[src/rtl/core_cfg_pkg.sv]
// Machine size constants and function-unit encoding shared by the retirement backend
package core_cfg_pkg;

  // ============================================================
  // Datapath widths
  // ============================================================

  // Register data width
  localparam int unsigned XLEN = 32;

  // Program counter and memory address width
  localparam int unsigned PLEN = 32;

  // Architectural register index, 32 registers
  localparam int unsigned AREG_W = 5;

  // Exception cause code
  localparam int unsigned ECAUSE_W = 5;

  // ============================================================
  // Tag widths
  // ============================================================

  // ROB index field, covers depths up to 64
  localparam int unsigned ROB_IDX_W = 6;

  // Store buffer id field, covers depths up to 32
  localparam int unsigned SB_IDX_W = 5;

  // Unit that executes an instruction
  typedef enum logic [1:0] {
    FU_ALU    = 2'd0,
    FU_BRANCH = 2'd1,
    FU_LSU    = 2'd2
  } fu_e;

endpackage

[src/rtl/rob_pkg.sv]
// Bundles passed between dispatch, reorder buffer, store buffer and register file
package rob_pkg;

  import core_cfg_pkg::*;

  // ============================================================
  // Front side
  // ============================================================

  // One instruction coming out of rename
  typedef struct packed {
    logic              valid;
    logic [PLEN-1:0]   pc;
    fu_e               fu;
    logic [AREG_W-1:0] areg;
    logic              has_rd;
    logic              is_store;
  } dispatch_slot_t;

  // Result of one execution unit
  typedef struct packed {
    logic                 valid;
    logic [ROB_IDX_W-1:0] rob_idx;
    logic [XLEN-1:0]      data;
    logic                 exception;
    logic [ECAUSE_W-1:0]  ecause;
    logic                 mispred;
    logic [PLEN-1:0]      redirect_pc;
  } wb_slot_t;

  // Address and data from the LSU for an allocated store
  typedef struct packed {
    logic                valid;
    logic [SB_IDX_W-1:0] sb_id;
    logic [PLEN-1:0]     addr;
    logic [XLEN-1:0]     data;
  } store_data_t;

  // ============================================================
  // Retire side
  // ============================================================

  // One retiring instruction
  typedef struct packed {
    logic                 valid;
    logic [PLEN-1:0]      pc;
    logic                 we;
    logic [AREG_W-1:0]    areg;
    logic [XLEN-1:0]      wdata;
    logic                 is_store;
    logic [SB_IDX_W-1:0]  sb_id;
    logic [ROB_IDX_W-1:0] rob_idx;
  } commit_slot_t;

  // Pipeline flush with restart pc
  // Cause is zero for a branch mispredict
  typedef struct packed {
    logic                valid;
    logic [PLEN-1:0]     pc;
    logic [ECAUSE_W-1:0] cause;
  } flush_t;

  // Store leaving the store buffer toward memory
  typedef struct packed {
    logic            valid;
    logic [PLEN-1:0] addr;
    logic [XLEN-1:0] data;
  } mem_write_t;

endpackage

[src/rtl/arch_regfile.sv]
// Architectural register file updated by retiring instructions, one read port
`timescale 1ns/1ps

module arch_regfile
  import core_cfg_pkg::*, rob_pkg::*;
#(
  parameter int unsigned COMMIT_WIDTH = 2
) (
  input  logic                            clk_i,
  input  logic                            rst_ni,
  input  commit_slot_t [COMMIT_WIDTH-1:0] commit_i,
  input  logic [AREG_W-1:0]               raddr_i,
  output logic [XLEN-1:0]                 rdata_o
);

  localparam int unsigned NREGS = 2 ** AREG_W;

  logic [XLEN-1:0] regs_q [NREGS];

  // Later slot is younger, so its write lands last
  always_ff @(posedge clk_i or negedge rst_ni) begin
    if (!rst_ni) begin
      for (int r = 0; r < NREGS; r++) begin
        regs_q[r] <= '0;
      end
    end else begin
      for (int i = 0; i < COMMIT_WIDTH; i++) begin
        if (commit_i[i].valid && commit_i[i].we && (commit_i[i].areg != '0)) begin
          regs_q[commit_i[i].areg] <= commit_i[i].wdata;
        end
      end
    end
  end

  // x0 is never written and stays zero
  assign rdata_o = regs_q[raddr_i];

endmodule

[config.mk]
export PLATFORM = sky130hd
export DESIGN_NAME = arch_regfile
export DESIGN_NICKNAME = d
export VERILOG_FILES = /design/src/rtl/core_cfg_pkg.sv /design/src/rtl/rob_pkg.sv /design/src/rtl/arch_regfile.sv
export SDC_FILE = /design/constraint.sdc
export NUM_CORES = 2
export LEC_CHECK = 0
export BUFFER_PORTS_ARGS = -buffer_cell sky130_fd_sc_hd__buf_2
export CELL_PAD_IN_SITES_DETAIL_PLACEMENT = 1
export CELL_PAD_IN_SITES_GLOBAL_PLACEMENT = 1
export CORE_ASPECT_RATIO = 0.9
export CORE_MARGIN = 1
export CORE_UTILIZATION = 53
export DETAILED_ROUTE_END_ITERATION = 10
export PLACE_DENSITY_LB_ADDON = 0.1
export SLEW_MARGIN = 15
export SYNTH_ARGS = -nofsm -noshare
export SYNTH_HDL_FRONTEND = slang
export SYNTH_SLANG_ARGS = --single-unit
[constraint.sdc]
create_clock -name clk_i -period 4.35 [get_ports clk_i]
set_clock_uncertainty 0.15 [all_clocks]
set_input_delay 0.6525 -clock clk_i [delete_from_list [all_inputs] [get_ports clk_i]]
set_output_delay 0.6525 -clock clk_i [all_outputs]
set_load 0.02 [all_outputs]
==> reports/qor.txt <==
Synth area leader: dfrtp_1
Net Count, Synth: 5951
Critical Path Stages: 8
Total track usage: 0.383
Clock Sinks: 1024
Top-area cell type share of the netlist area: 0.458
Row count: 112
CP top delay family: buffers and inverters
Max reg flops: 1024
Initial DRC Count: 4082
Top-count cell post-synth: mux2i_1
Crit-path max FO: 30
Die ar.: 107000 um2
WL/cell: 29.4 um
Yosys reg bits: 1024
Synth top area cells: dfrtp_1 (46%), mux2i_1 (27%), a21oi_1 (5.7%)
Antenna-violating nets left: 0
Placed instance count: 6776
List of most frequent post-synthesis cells: mux2i_1 (1504), dfrtp_1 (1024), a21oi_1 (640)
DR vias/cell: 6.48
Clk pin slew, worst setup/hold paths: 50 ps
Final design instance area without fill: 61200 um2
Fin. Hold Viols: 0
RSZ-0062 raised after global routing: false
Setup violations, final: 0
Slew Viols, Final: 0
Pin count of the biggest net entering global routing: 148
Crit path time final: 3790 ps
Die X: 344 um
Setup Buffers After CTS: 0
Number of synthesized flops with an enable pin: 0
Tcrit/Tclk final: 0.871
Post-Route WL: 205000 um
Tightest Pin Transition: 1170 ps
Hold/Removal Path Class: register to register
Worst Path Required: 3550 ps
Initial Utilization: 0.537
Pwr Total: 28.1 mW
Fillers: 11320
P_leak: 28.3 nW
Drc violations: 0
Hold Path Cell Cnt: 0
Vias in the first global route: 47054
Hold slack: 224 ps
Dpl cell area: 57500 um2
Detailed Place HPWL: 118000 um
Outcome: finished, final reports clean
Mapped Area: 55900 um2
Largest stage delay on the critical path: 470 ps
CORE AREA: 104000 um2
Overflow after GRT: 0
Slew HR: 0.220
I/O pin cnt: 205
Max_cap viols: 0
Num CTS Buffers: 111
Top reg by flops: regs_q
Initial antenna violation count: 16
Clock latency on the worst-skew pair: 710 ps
Worst setup EP type: output pin
Asr flop ratio synth: 1.00
Slowest-stage cell, CP: nand3_1
Share of cells above drive strength 1: 0.0928
Worst setup SP type: input pin
Critical path buffers and inverters: 4
Post_cts resized: 0
Number of port buffers: 116
TritonCTS clock tree: built
DIE HEIGHT: 310 um
Clk buf depth: 3
Sequential share of the synthesized area: 0.458
Avg Synthesized Cell Area: 9.68 um2
Worst reg2reg path depth: 2
H-tree depth: 3
Synthesis-to-finish area growth: 9.45%
Synth Warn #: 0
Main synth FF type: dfrtp_1
Fin nets: 5695
Root buf cell: clkbuf_16
Pwr/cell area: 459 nW/um2
RD Place Congestion: 0.839
Synth unique cells: 40
Worst-path cell chain: buf_8, buf_12, buf_4, mux2i_1, a21oi_1, a31oi_1, nand3_1, buf_2
Non-Filler Instances: 6986
Drt pass-1 iters: 5
Global-route wire length before repair: 305000 um
Via count: 45304
CP Class: input pin to output pin
Post-Route Setup TNS: 0 ps
VDD IR max: 0.000322 V
Max frequency: 0.264 GHz
Cells after synthesis: 5778
Data arrival, critical path: 2990 ps
Largest registers: regs_q x1024
## metal layers
metal,vias to the layer above,global-route usage,routed length (um)
li1,19655,-,-
met1,23457,0.540,89400
met2,1750,0.591,91900
met3,434,0.0685,15900
met4,8,0.140,7870
met5,-,0,48
## through the flow
stage	utilization	setup slack [ps]
3_3_place_gp	0.552	713
5_1_grt	0.588	628
4_1_cts	0.588	686
6_report	0.588	559
3_5_place_dp	0.552	699
2_1_floorplan	-	1420
## worst paths after layout
path	from	end	slack (ps)
setup / recovery	raddr_i[0]	rdata_o[3]	560
hold / removal	regs_q[1022]$_DFF_PN0_	regs_q[1022]$_DFF_PN0_	220
setup reg to reg	regs_q[747]$_DFF_PN0_	regs_q[747]$_DFF_PN0_	3310
hold reg to reg	regs_q[1022]$_DFF_PN0_	regs_q[1022]$_DFF_PN0_	220
max in group asynchronous	rst_ni	regs_q[627]$_DFF_PN0_	2300
min in group asynchronous	rst_ni	regs_q[254]$_DFF_PN0_	400
## where the power goes
part	internal (mW)	total [mW]	switching, mW
clock	5.62	9.76	4.14
combinational	2.35	5.28	2.93
sequential	11.8	13.1	1.28
total	19.7	28.1	8.35
## cell type report
| type | instances | area (um2) | area share |
|---|---|---|---|
| multi-input combinational | 4104 | 27700 | 0.453 |
| tap | 1368 | 1710 | 0.0280 |
| sequential | 1024 | 25600 | 0.419 |
| clock buffer | 172 | 3310 | 0.0541 |
| inverter | 1 | 3.75 | 0.0000613 |
| antenna | 6 | 15.0 | 0.000245 |
| clock inverter | 31 | 355 | 0.00581 |
| timing repair buffer | 280 | 2480 | 0.0406 |
## worst register-to-register path, stage by stage, from the launching register on
cell and delay [ps]:
dfrtp_1 380, mux2i_1 200, a21oi_1 120
## kinds of logic (layout without fill, tap and decap cells)
| kind of cell | after synthesis | count (layout) | synth area share |
|---|---|---|---|
| mux | 1504 | 1504 | 0.269 |
| simple gates | 1320 | 1320 | 0.0973 |
| compound gates | 1280 | 1280 | 0.124 |
| flops | 1024 | 1024 | 0.458 |
| buf+inv | 650 | 484 | 0.0513 |
| other cells | 0 | 6 | 0 |
## cells in the final DEF, fill, tap and decap left out, types with 64 or more instances in the layout
cell type / n
mux2i_1: 1504
o21ai_1: 94
a21oi_1: 640
a22oi_1: 96
nand3_1: 97
a22o_1: 64
buf_2: 114
dfrtp_1: 1024
nor2_1: 547
nand2_1: 547
clkbuf_16: 113
buf_4: 111
o21ai_0: 354
## timing repair
action                                  in CTS  in global routing
hold buffers                                 1                  0
hold endpoints to repair                    48                  0
endpoints found under the setup margin       0                  0
Note: power is estimated with default switching activity, not from simulation.
