--- config.mk ---
export PLATFORM = sky130hd
export DESIGN_NAME = store_buffer
export DESIGN_NICKNAME = d
export VERILOG_FILES = /design/src/rtl/core_cfg_pkg.sv /design/src/rtl/rob_pkg.sv /design/src/rtl/store_buffer.sv
export SDC_FILE = /design/constraint.sdc
export NUM_CORES = 1
export LEC_CHECK = 0
export ABC_AREA = 0
export CAP_MARGIN = 25
export CORE_ASPECT_RATIO = 1.1
export CORE_UTILIZATION = 47
export DETAILED_ROUTE_END_ITERATION = 7
export DONT_BUFFER_PORTS = 1
export PLACE_DENSITY_LB_ADDON = 0.08
export SYNTH_ARGS = -nofsm -noshare
export SYNTH_HDL_FRONTEND = slang
export SYNTH_SLANG_ARGS = --single-unit
--- constraint.sdc ---
create_clock -name clk_i -period 2.8 [get_ports clk_i]
set_input_delay 0.28 -clock clk_i [delete_from_list [all_inputs] [get_ports clk_i]]
set_output_delay 0.28 -clock clk_i [all_outputs]
set_load 0.05 [all_outputs]
--- src/rtl/core_cfg_pkg.sv ---
// Machine size constants and function-unit encoding shared by the retirement backend
package core_cfg_pkg;

  // ============================================================
  // Datapath widths
  // ============================================================

  // Register data width
  localparam int unsigned XLEN = 32;

  // Program counter and memory address width
  localparam int unsigned PLEN = 32;

  // Architectural register index, 32 registers
  localparam int unsigned AREG_W = 5;

  // Exception cause code
  localparam int unsigned ECAUSE_W = 5;

  // ============================================================
  // Tag widths
  // ============================================================

  // ROB index field, covers depths up to 64
  localparam int unsigned ROB_IDX_W = 6;

  // Store buffer id field, covers depths up to 32
  localparam int unsigned SB_IDX_W = 5;

  // Unit that executes an instruction
  typedef enum logic [1:0] {
    FU_ALU    = 2'd0,
    FU_BRANCH = 2'd1,
    FU_LSU    = 2'd2
  } fu_e;

endpackage

--- src/rtl/rob_pkg.sv ---
// Bundles passed between dispatch, reorder buffer, store buffer and register file
package rob_pkg;

  import core_cfg_pkg::*;

  // ============================================================
  // Front side
  // ============================================================

  // One instruction coming out of rename
  typedef struct packed {
    logic              valid;
    logic [PLEN-1:0]   pc;
    fu_e               fu;
    logic [AREG_W-1:0] areg;
    logic              has_rd;
    logic              is_store;
  } dispatch_slot_t;

  // Result of one execution unit
  typedef struct packed {
    logic                 valid;
    logic [ROB_IDX_W-1:0] rob_idx;
    logic [XLEN-1:0]      data;
    logic                 exception;
    logic [ECAUSE_W-1:0]  ecause;
    logic                 mispred;
    logic [PLEN-1:0]      redirect_pc;
  } wb_slot_t;

  // Address and data from the LSU for an allocated store
  typedef struct packed {
    logic                valid;
    logic [SB_IDX_W-1:0] sb_id;
    logic [PLEN-1:0]     addr;
    logic [XLEN-1:0]     data;
  } store_data_t;

  // ============================================================
  // Retire side
  // ============================================================

  // One retiring instruction
  typedef struct packed {
    logic                 valid;
    logic [PLEN-1:0]      pc;
    logic                 we;
    logic [AREG_W-1:0]    areg;
    logic [XLEN-1:0]      wdata;
    logic                 is_store;
    logic [SB_IDX_W-1:0]  sb_id;
    logic [ROB_IDX_W-1:0] rob_idx;
  } commit_slot_t;

  // Pipeline flush with restart pc
  // Cause is zero for a branch mispredict
  typedef struct packed {
    logic                valid;
    logic [PLEN-1:0]     pc;
    logic [ECAUSE_W-1:0] cause;
  } flush_t;

  // Store leaving the store buffer toward memory
  typedef struct packed {
    logic            valid;
    logic [PLEN-1:0] addr;
    logic [XLEN-1:0] data;
  } mem_write_t;

endpackage

--- src/rtl/store_buffer.sv ---
// In-order store queue, allocated at dispatch, released at commit, drained to memory
`timescale 1ns/1ps

module store_buffer
  import core_cfg_pkg::*, rob_pkg::*;
#(
  parameter int unsigned SB_DEPTH       = 8,
  parameter int unsigned DISPATCH_WIDTH = 2,
  parameter int unsigned COMMIT_WIDTH   = 2
) (
  input  logic                                    clk_i,
  input  logic                                    rst_ni,
  input  dispatch_slot_t [DISPATCH_WIDTH-1:0]     alloc_i,
  input  logic                                    alloc_en_i,
  output logic [DISPATCH_WIDTH-1:0][SB_IDX_W-1:0] alloc_id_o,
  output logic                                    room_o,
  input  store_data_t                             store_data_i,
  input  commit_slot_t [COMMIT_WIDTH-1:0]         commit_i,
  input  flush_t                                  flush_i,
  output mem_write_t                              mem_write_o
);

  localparam int unsigned IDX_W = $clog2(SB_DEPTH);
  // Extra wrap bit tells full from empty
  localparam int unsigned PTR_W = IDX_W + 1;

  // head .. cmt is committed, cmt .. tail is still speculative
  logic [PTR_W-1:0] head_q, cmt_q, tail_q;
  logic [PTR_W-1:0] cmt_d;
  logic [PTR_W-1:0] used;
  logic [$clog2(DISPATCH_WIDTH+1)-1:0] n_alloc;
  logic [$clog2(COMMIT_WIDTH+1)-1:0]   n_cmt;
  logic                                drain;

  logic [SB_DEPTH-1:0] has_data_q;
  logic [PLEN-1:0]     addr_q [SB_DEPTH];
  logic [XLEN-1:0]     data_q [SB_DEPTH];

  assign used   = tail_q - head_q;
  assign room_o = (used <= PTR_W'(SB_DEPTH - DISPATCH_WIDTH));

  // Each store slot gets tail plus the stores ahead of it in the group
  always_comb begin
    logic [PTR_W-1:0] slot_ptr;
    slot_ptr = tail_q;
    n_alloc  = '0;
    for (int i = 0; i < DISPATCH_WIDTH; i++) begin
      alloc_id_o[i] = SB_IDX_W'(slot_ptr[IDX_W-1:0]);
      if (alloc_i[i].valid && alloc_i[i].is_store) begin
        slot_ptr = slot_ptr + 1'b1;
        n_alloc  = n_alloc + 1'b1;
      end
    end
  end

  // Stores retire in allocation order
  always_comb begin
    n_cmt = '0;
    for (int i = 0; i < COMMIT_WIDTH; i++) begin
      if (commit_i[i].valid && commit_i[i].is_store) begin
        n_cmt = n_cmt + 1'b1;
      end
    end
    cmt_d = cmt_q + PTR_W'(n_cmt);
  end

  // ============================================================
  // Drain, oldest committed store with data
  // ============================================================
  assign drain             = (head_q != cmt_q) && has_data_q[head_q[IDX_W-1:0]];
  assign mem_write_o.valid = drain;
  assign mem_write_o.addr  = addr_q[head_q[IDX_W-1:0]];
  assign mem_write_o.data  = data_q[head_q[IDX_W-1:0]];

  always_ff @(posedge clk_i or negedge rst_ni) begin
    if (!rst_ni) begin
      head_q <= '0;
      cmt_q  <= '0;
      tail_q <= '0;
    end else begin
      cmt_q <= cmt_d;
      if (drain) begin
        head_q <= head_q + 1'b1;
      end
      // Flush keeps stores committed in the same cycle
      if (flush_i.valid) begin
        tail_q <= cmt_d;
      end else if (alloc_en_i) begin
        tail_q <= tail_q + PTR_W'(n_alloc);
      end
    end
  end

  always_ff @(posedge clk_i or negedge rst_ni) begin
    if (!rst_ni) begin
      has_data_q <= '0;
    end else begin
      for (int i = 0; i < DISPATCH_WIDTH; i++) begin
        if (alloc_en_i && alloc_i[i].valid && alloc_i[i].is_store) begin
          has_data_q[alloc_id_o[i][IDX_W-1:0]] <= 1'b0;
        end
      end
      if (store_data_i.valid) begin
        has_data_q[store_data_i.sb_id[IDX_W-1:0]] <= 1'b1;
      end
    end
  end

  always_ff @(posedge clk_i) begin
    if (store_data_i.valid) begin
      addr_q[store_data_i.sb_id[IDX_W-1:0]] <= store_data_i.addr;
      data_q[store_data_i.sb_id[IDX_W-1:0]] <= store_data_i.data;
    end
  end

endmodule

==> results of run 1 <==
[what timing repair did]
item,4_1_cts,5_1_grt
buffers inserted,0,6
hold endpoints to repair,547,0
setup endpoints to repair,38,34
gates resized for setup,39,18
hold buffers,73,0
[power by group through the flow]
stage / Combinational, mW / Sequential [mW] / Clock [mW]
after global routing: 10.3 / 9.38 / 7.12
after floorplan: 7.52 / 9.44 / 0
after detailed placement: 9.15 / 9.56 / 0
final: 9.64 / 9.34 / 6.66
after global placement: 9.14 / 9.55 / 0
after CTS: 9.55 / 9.40 / 6.86
[placed cells by master, fill, tap and decap left out, drive strengths merged, types with 6 or more instances in the layout]
cell | synthesis | routed
buf | 37 | 47
clkbuf | 18 | 67
clkinv | 0 | 24
dfrtp | 20 | 20
diode | 0 | 6
dlygate4sd3 | 0 | 73
edfxtp | 512 | 512
ha | 11 | 11
inv | 14 | 15
mux4 | 129 | 129
nand2 | 203 | 203
nor2 | 9 | 9
nor3 | 13 | 13
o21ai | 10 | 10
o22ai | 7 | 7
xor2 | 9 | 9
[area by class of cell]
class | instances | area share
repair buffers | 120 | 0.0553
flip-flops and latches | 532 | 0.653
inverters | 14 | 0.00216
clock inverters | 28 | 0.00823
diodes | 6 | 0.000617
clock buffers | 67 | 0.0584
multi-input cells | 440 | 0.193
well taps | 574 | 0.0295
[routing by layer]
metal	share of wire	GRT usage	vias to the layer above
li1	-	-	4362
met1	0.44	0.271	5181
met2	0.46	0.302	246
met3	0.078	0.0617	59
met4	0.019	0.0563	4
met5	0.00058	0	-
[final timing paths]
check                      slack, ns   startpoint  depth (start not counted)            end
min in group asynchronous       0.09       rst_ni                          1      tail_q[0]
hold / removal                  0.03  alloc_i[41]                          3  has_data_q[7]
setup reg to reg                0.52    tail_q[0]                          8      tail_q[1]
hold reg to reg                 0.52     cmt_q[3]                          1       cmt_q[3]
max in group asynchronous       2.23       rst_ni                          2      head_q[0]
setup / recovery                0.12    head_q[0]                          7         room_o
[logic make-up (layout without fill, tap and decap cells)]
kind of cell | after synthesis | in the layout | synth area share
flip-flops | 532 | 532 | 0.766
AND/OR/NAND/NOR | 245 | 245 | 0.0481
multiplexers | 136 | 136 | 0.144
buffers and inverters | 69 | 229 | 0.0179
AO/OA/AOI/OAI | 27 | 27 | 0.00815
adder cells (fa/ha/maj) | 14 | 14 | 0.00954
XOR/XNOR | 14 | 14 | 0.00592
other | 1 | 10 | 0.000181
[stage by stage]
| stage | area [µm²] | setup TNS (ns) | setup WS [ns] | power [mW] | cells |
|---|---|---|---|---|---|
| finish | 24300 | 0 | 0.117 | 25.6 | 1781 |
| floorplan | 20800 | -380.48 | -0.910 | 17.0 | 1041 |
| global placement | 21700 | 0 | 0.475 | 18.7 | 1600 |
| CTS | 24200 | -0.252 | -0.0625 | 25.8 | 1768 |
| global route | 24300 | 0 | 0.00553 | 26.8 | 1778 |
| detailed placement | 21700 | 0 | 0.462 | 18.7 | 1600 |
[synthesized netlist by cell type (2+ instances only)]
cell type | instances | area (µm²)
a21bo_2 | 2 | 20.0
a21oi_1 | 3 | 15.0
and2_1 | 3 | 18.8
buf_2 | 15 | 75.1
buf_4 | 19 | 143
buf_6 | 3 | 33.8
clkbuf_1 | 18 | 67.6
dfrtp_1 | 20 | 500
edfxtp_1 | 512 | 15400
fa_1 | 3 | 60.1
ha_1 | 11 | 138
inv_1 | 14 | 52.6
mux2_2 | 3 | 33.8
mux2i_1 | 3 | 30.0
mux4_2 | 129 | 2910
nand2_1 | 203 | 762
nand2b_1 | 4 | 25.0
nand3_1 | 3 | 15.0
nand4_1 | 2 | 12.5
nor2_1 | 9 | 33.8
nor2b_1 | 2 | 12.5
nor3_1 | 12 | 60.1
o21ai_0 | 10 | 50.1
o21bai_1 | 2 | 15.0
o22ai_1 | 7 | 43.8
o41ai_1 | 2 | 17.5
xnor2_1 | 5 | 43.8
xor2_1 | 9 | 78.8
[state kept, by name, indices dropped and copies added, names as in the netlist]
signal and count:
addr_q 256, cmt_q 4, data_q 256, has_data_q 8, head_q 4, tail_q 4
[critical path, delay by kind of cell (launching register included)]
family / cells / cell delay (ns)
fa+ha+maj: 2 / 0.58
simple gates: 2 / 0.25
flops: 1 / 0.50
xor+xnor: 1 / 0.17
buf+inv: 2 / 0.33
==> results.cfg, run 1 <==
[yosys]
ys_async_sr_fraction = 0.0376
ys_seq_elements = 532
netlist_area_mm2 = 0.0207
synth_edf_count = 512
synth-seq-area-share = 0.766
yosys.cell_types.count = 38
yosysWarnings = 0
avgSynthCellArea_um2 = 20.0
synthFlopType = edfxtp_1
synth_cells = 1038

[cells_and_area]
drive_above_1_share = 0.261
areaGrowthSynthToFinish_pct = 17.4
regArea_mm2 = 0.0159
multiInputGateArea_mm2 = 0.00469
postLayoutCoreUtil = 0.560
fillCellCount = 3373
layout.nets = 1537

[pwr]
netSwitchingFraction = 0.373
intPower_mw = 16.1
p_sw_mw = 9.57
ir_drop_mv = 0.651
p_comb_frac = 0.376
pwr-share-seq = 0.364
p_leak_nw = 8.09
p_clk_frac = 0.260
power_density_mw_per_mm2 = 1050

[sta]
clock_skew_ns = 0.00470
worst_pin_slew_ns = 0.754
whs_ns = 0.0336
relSlewSlack = 0.496
slew_violations = 0
period_needed_ns = 2.68
hold_viol_final = 0
timing.fmax_ghz = 0.373
setup_violations = 0
finalCritPeriodShare = 0.958
rsz0062_at_grt = false

[route]
drtIter0Drc = 526
viasPerCell = 5.53
drt_pass1_iterations = 4
avgRoutedWirePerCell_um = 24.1
drc = 0
drtAntennaViolNets = 0
postRouteWirelength_um = 42900
vias = 9852

[clock_network]
cts_made_buffers = 54
cts_root_buf = clkbuf_16
numClockSinks = 532
htreeDepth = 2
clkTransAtPathRegs_ns = 0.06
worstSkewPairLatency_ns = 0.58
cts_tree = done
clockBufferDepth = 3

[critical_path]
end_kind = primary output
critPathSlowestCell = dfrtp_4
cpPeakStageDelay_ns = 0.50
worstPathCellList = buf_4 -> ha_1 -> fa_1 -> xor2_1 -> nor3_2 -> nor3b_2 -> buf_6
critPathKind = reg -> out
arrival_ns = 2.40
cp-start-kind = register
crit_fanout = 5
critPathRequiredTime_ns = 2.52

[floorplan]
core-area_mm2 = 0.0434
row_count = 80
initial_core_util = 0.477
chipHeight_um = 222
fp.dieArea_mm2 = 0.0449
die_w_um = 202
ios = 437

[global_routing]
grt.total_usage = 0.196
grt_pass1_wl_um = 64700
grt_max_degree = 65
antenna_found_initial = 7
overflow = 0
grt_pass1_vias = 10200

[job]
max_cap_viol_count = 0

[placed_design]
dp_hpwl_um = 22800
gp_congestion = 0.788
io_buffers = 0

[outcome]
status = finished clean

[worst_hold_path]
hold_class = in -> reg
(Power assumes the default switching activity.)
==> inputs of run 2 (changes only) <==
- SETUP_SLACK_MARGIN: default -> 0.15
==> run 2 against run 1 <==
Sequential power about the same. Count of clock-buffer cells in the layout unchanged. Utilization up 0.33 points.
==> results.cfg, run 2 (same netlist as run 1, synthesis figures left out) <==
[worst_hold_path]
hold_start = alloc_i[41]
hold_class = in -> reg

[route]
drtIter0Drc = 526
postRouteWirelength_um = 43100
avgRoutedWirePerCell_um = 24.2
drt_pass1_iterations = 5
drc = 0
drtAntennaViolNets = 0
viasPerCell = 5.53
vias = 9845

[floorplan]
chipHeight_um = 222
fp.dieArea_mm2 = 0.0449
die_w_um = 202
ios = 437
row_count = 80
core-area_mm2 = 0.0434
initial_core_util = 0.477

[clock_network]
cts_tree = done
cts_made_buffers = 54
htreeDepth = 2
clkTransAtPathRegs_ns = 0.06
numClockSinks = 532
clockBufferDepth = 3
worstSkewPairLatency_ns = 0.59
cts_root_buf = clkbuf_16

[global_routing]
antenna_found_initial = 7
grt_pass1_wl_um = 64900
grt_pass1_vias = 10300
grt-busiest-layer = met2
overflow = 0
use_met2 = 0.302
use_met1 = 0.273
use_met3 = 0.0617
grt_max_degree = 65
grt.total_usage = 0.197

[critical_path]
critPathBufInv = 3
worst-path-stages = 6
end_kind = primary output
worstPathCellList = buf_12 -> buf_16 -> mux4_2 -> nand2_1 -> nand2_1 -> buf_4
r2r-start = tail_q[0]
critPathKind = reg -> out
cp-start-kind = register
crit_family = buffers and inverters
reg2reg_depth = 8
regToRegEndpoint = tail_q[1]
arrival_ns = 2.29
startpoint = head_q[0]
critPathSlowestCell = mux4_2
critPathRequiredTime_ns = 2.52
cpPeakStageDelay_ns = 0.53
crit_fanout = 25
crit_path_frequent_cell = nand2_1
crit_end = mem_write_o[33]
r2r_setup_slack_ns = 0.52

[outcome]
status = finished clean

[sta]
setup_violations = 0
slew_violations = 0
period_needed_ns = 2.57
tns_ns = 0
rsz0062_at_grt = true
hold_viol_final = 0
worst_pin_slew_ns = 0.744
timing.fmax_ghz = 0.389
clock_skew_ns = 0.00517
finalCritPeriodShare = 0.918
fin_ws_ns = 0.228
relSlewSlack = 0.502

[placed_design]
pre_cts_ws_ns = 0.462
gp_congestion = 0.788
io_buffers = 0
dp_hpwl_um = 22800

[cells_and_area]
areaGrowthSynthToFinish_pct = 18.1
postLayoutCoreUtil = 0.563
fillCellCount = 3350
drive_above_1_share = 0.273
layout_commonest_cell = edfxtp_1
final_cell_mix = 512 x edfxtp_1, 143 x nand2_1, 129 x mux4_2
layout.nets = 1536

[pwr]
p_leak_nw = 8.12
power_density_mw_per_mm2 = 1060
ir_drop_mv = 0.652

[job]
max_cap_viol_count = 0
## run 2: metal layers
layer	vias up	wire length, µm
li1	4357	-
met1	5167	18800
met2	258	20100
met3	59	3330
met4	4	816
met5	-	25
## run 2: worst register-to-register path, stage by stage, from the launching register on
cell           delay (ns)
dfrtp_1              0.35
buf_4                0.26
ha_1                 0.21
inv_1                0.06
fa_1                 0.51
mux2i_1              0.07
nor2_1               0.10
a21oi_1              0.05
dlygate4sd3_1        0.56
## run 2: where the power goes
group	total (mW)	leakage, nW	switching [mW]	internal [mW]
sequential	9.34	4.88	0.193	9.15
clock	6.66	0.798	2.83	3.84
combinational	9.93	2.45	6.68	3.25
total	25.9	8.12	9.70	16.2
## run 2: worst min-delay path by stage
stage	to	cells past startpoint	slack (ns)
floorplan	cmt_q[0]	0	-0.02
global placement	tail_q[1]	0	-0.01
detailed placement	tail_q[0]	0	-0.01
CTS	has_data_q[7]	3	0.005
global route	has_data_q[6]	3	0.05
finish	has_data_q[7]	3	0.04
## run 2: area by class of cell
type	count	area, µm²	area share
inverters	14	52.6	0.00215
clock inverters	28	200	0.00818
diodes	6	15.0	0.000613
repair buffers	119	1390	0.0569
multi-input cells	440	4790	0.196
clock buffers	67	1420	0.0581
flip-flops and latches	532	15900	0.649
well taps	574	718	0.0293
## run 2: repair_timing
action	in CTS	in global routing
hold buffers	73	0
hold endpoints to repair	547	0
gates cloned	0	1
endpoints found under the setup margin	65	45
gates resized for setup	68	20
setup buffers	4	0
pin swaps	1	1
## run 2: stage by stage
step / area, µm² / power (mW) / hold slack [ns] / cells
final: 24500 / 25.9 / 0.0396 / 1780
after CTS: 24300 / 26.0 / 0.00467 / 1772
after detailed placement: 21700 / 18.7 / -0.0148 / 1600
after global placement: 21700 / 18.7 / -0.0148 / 1600
after floorplan: 20800 / 17.0 / -0.0156 / 1041
after global routing: 24500 / 27.1 / 0.0517 / 1777
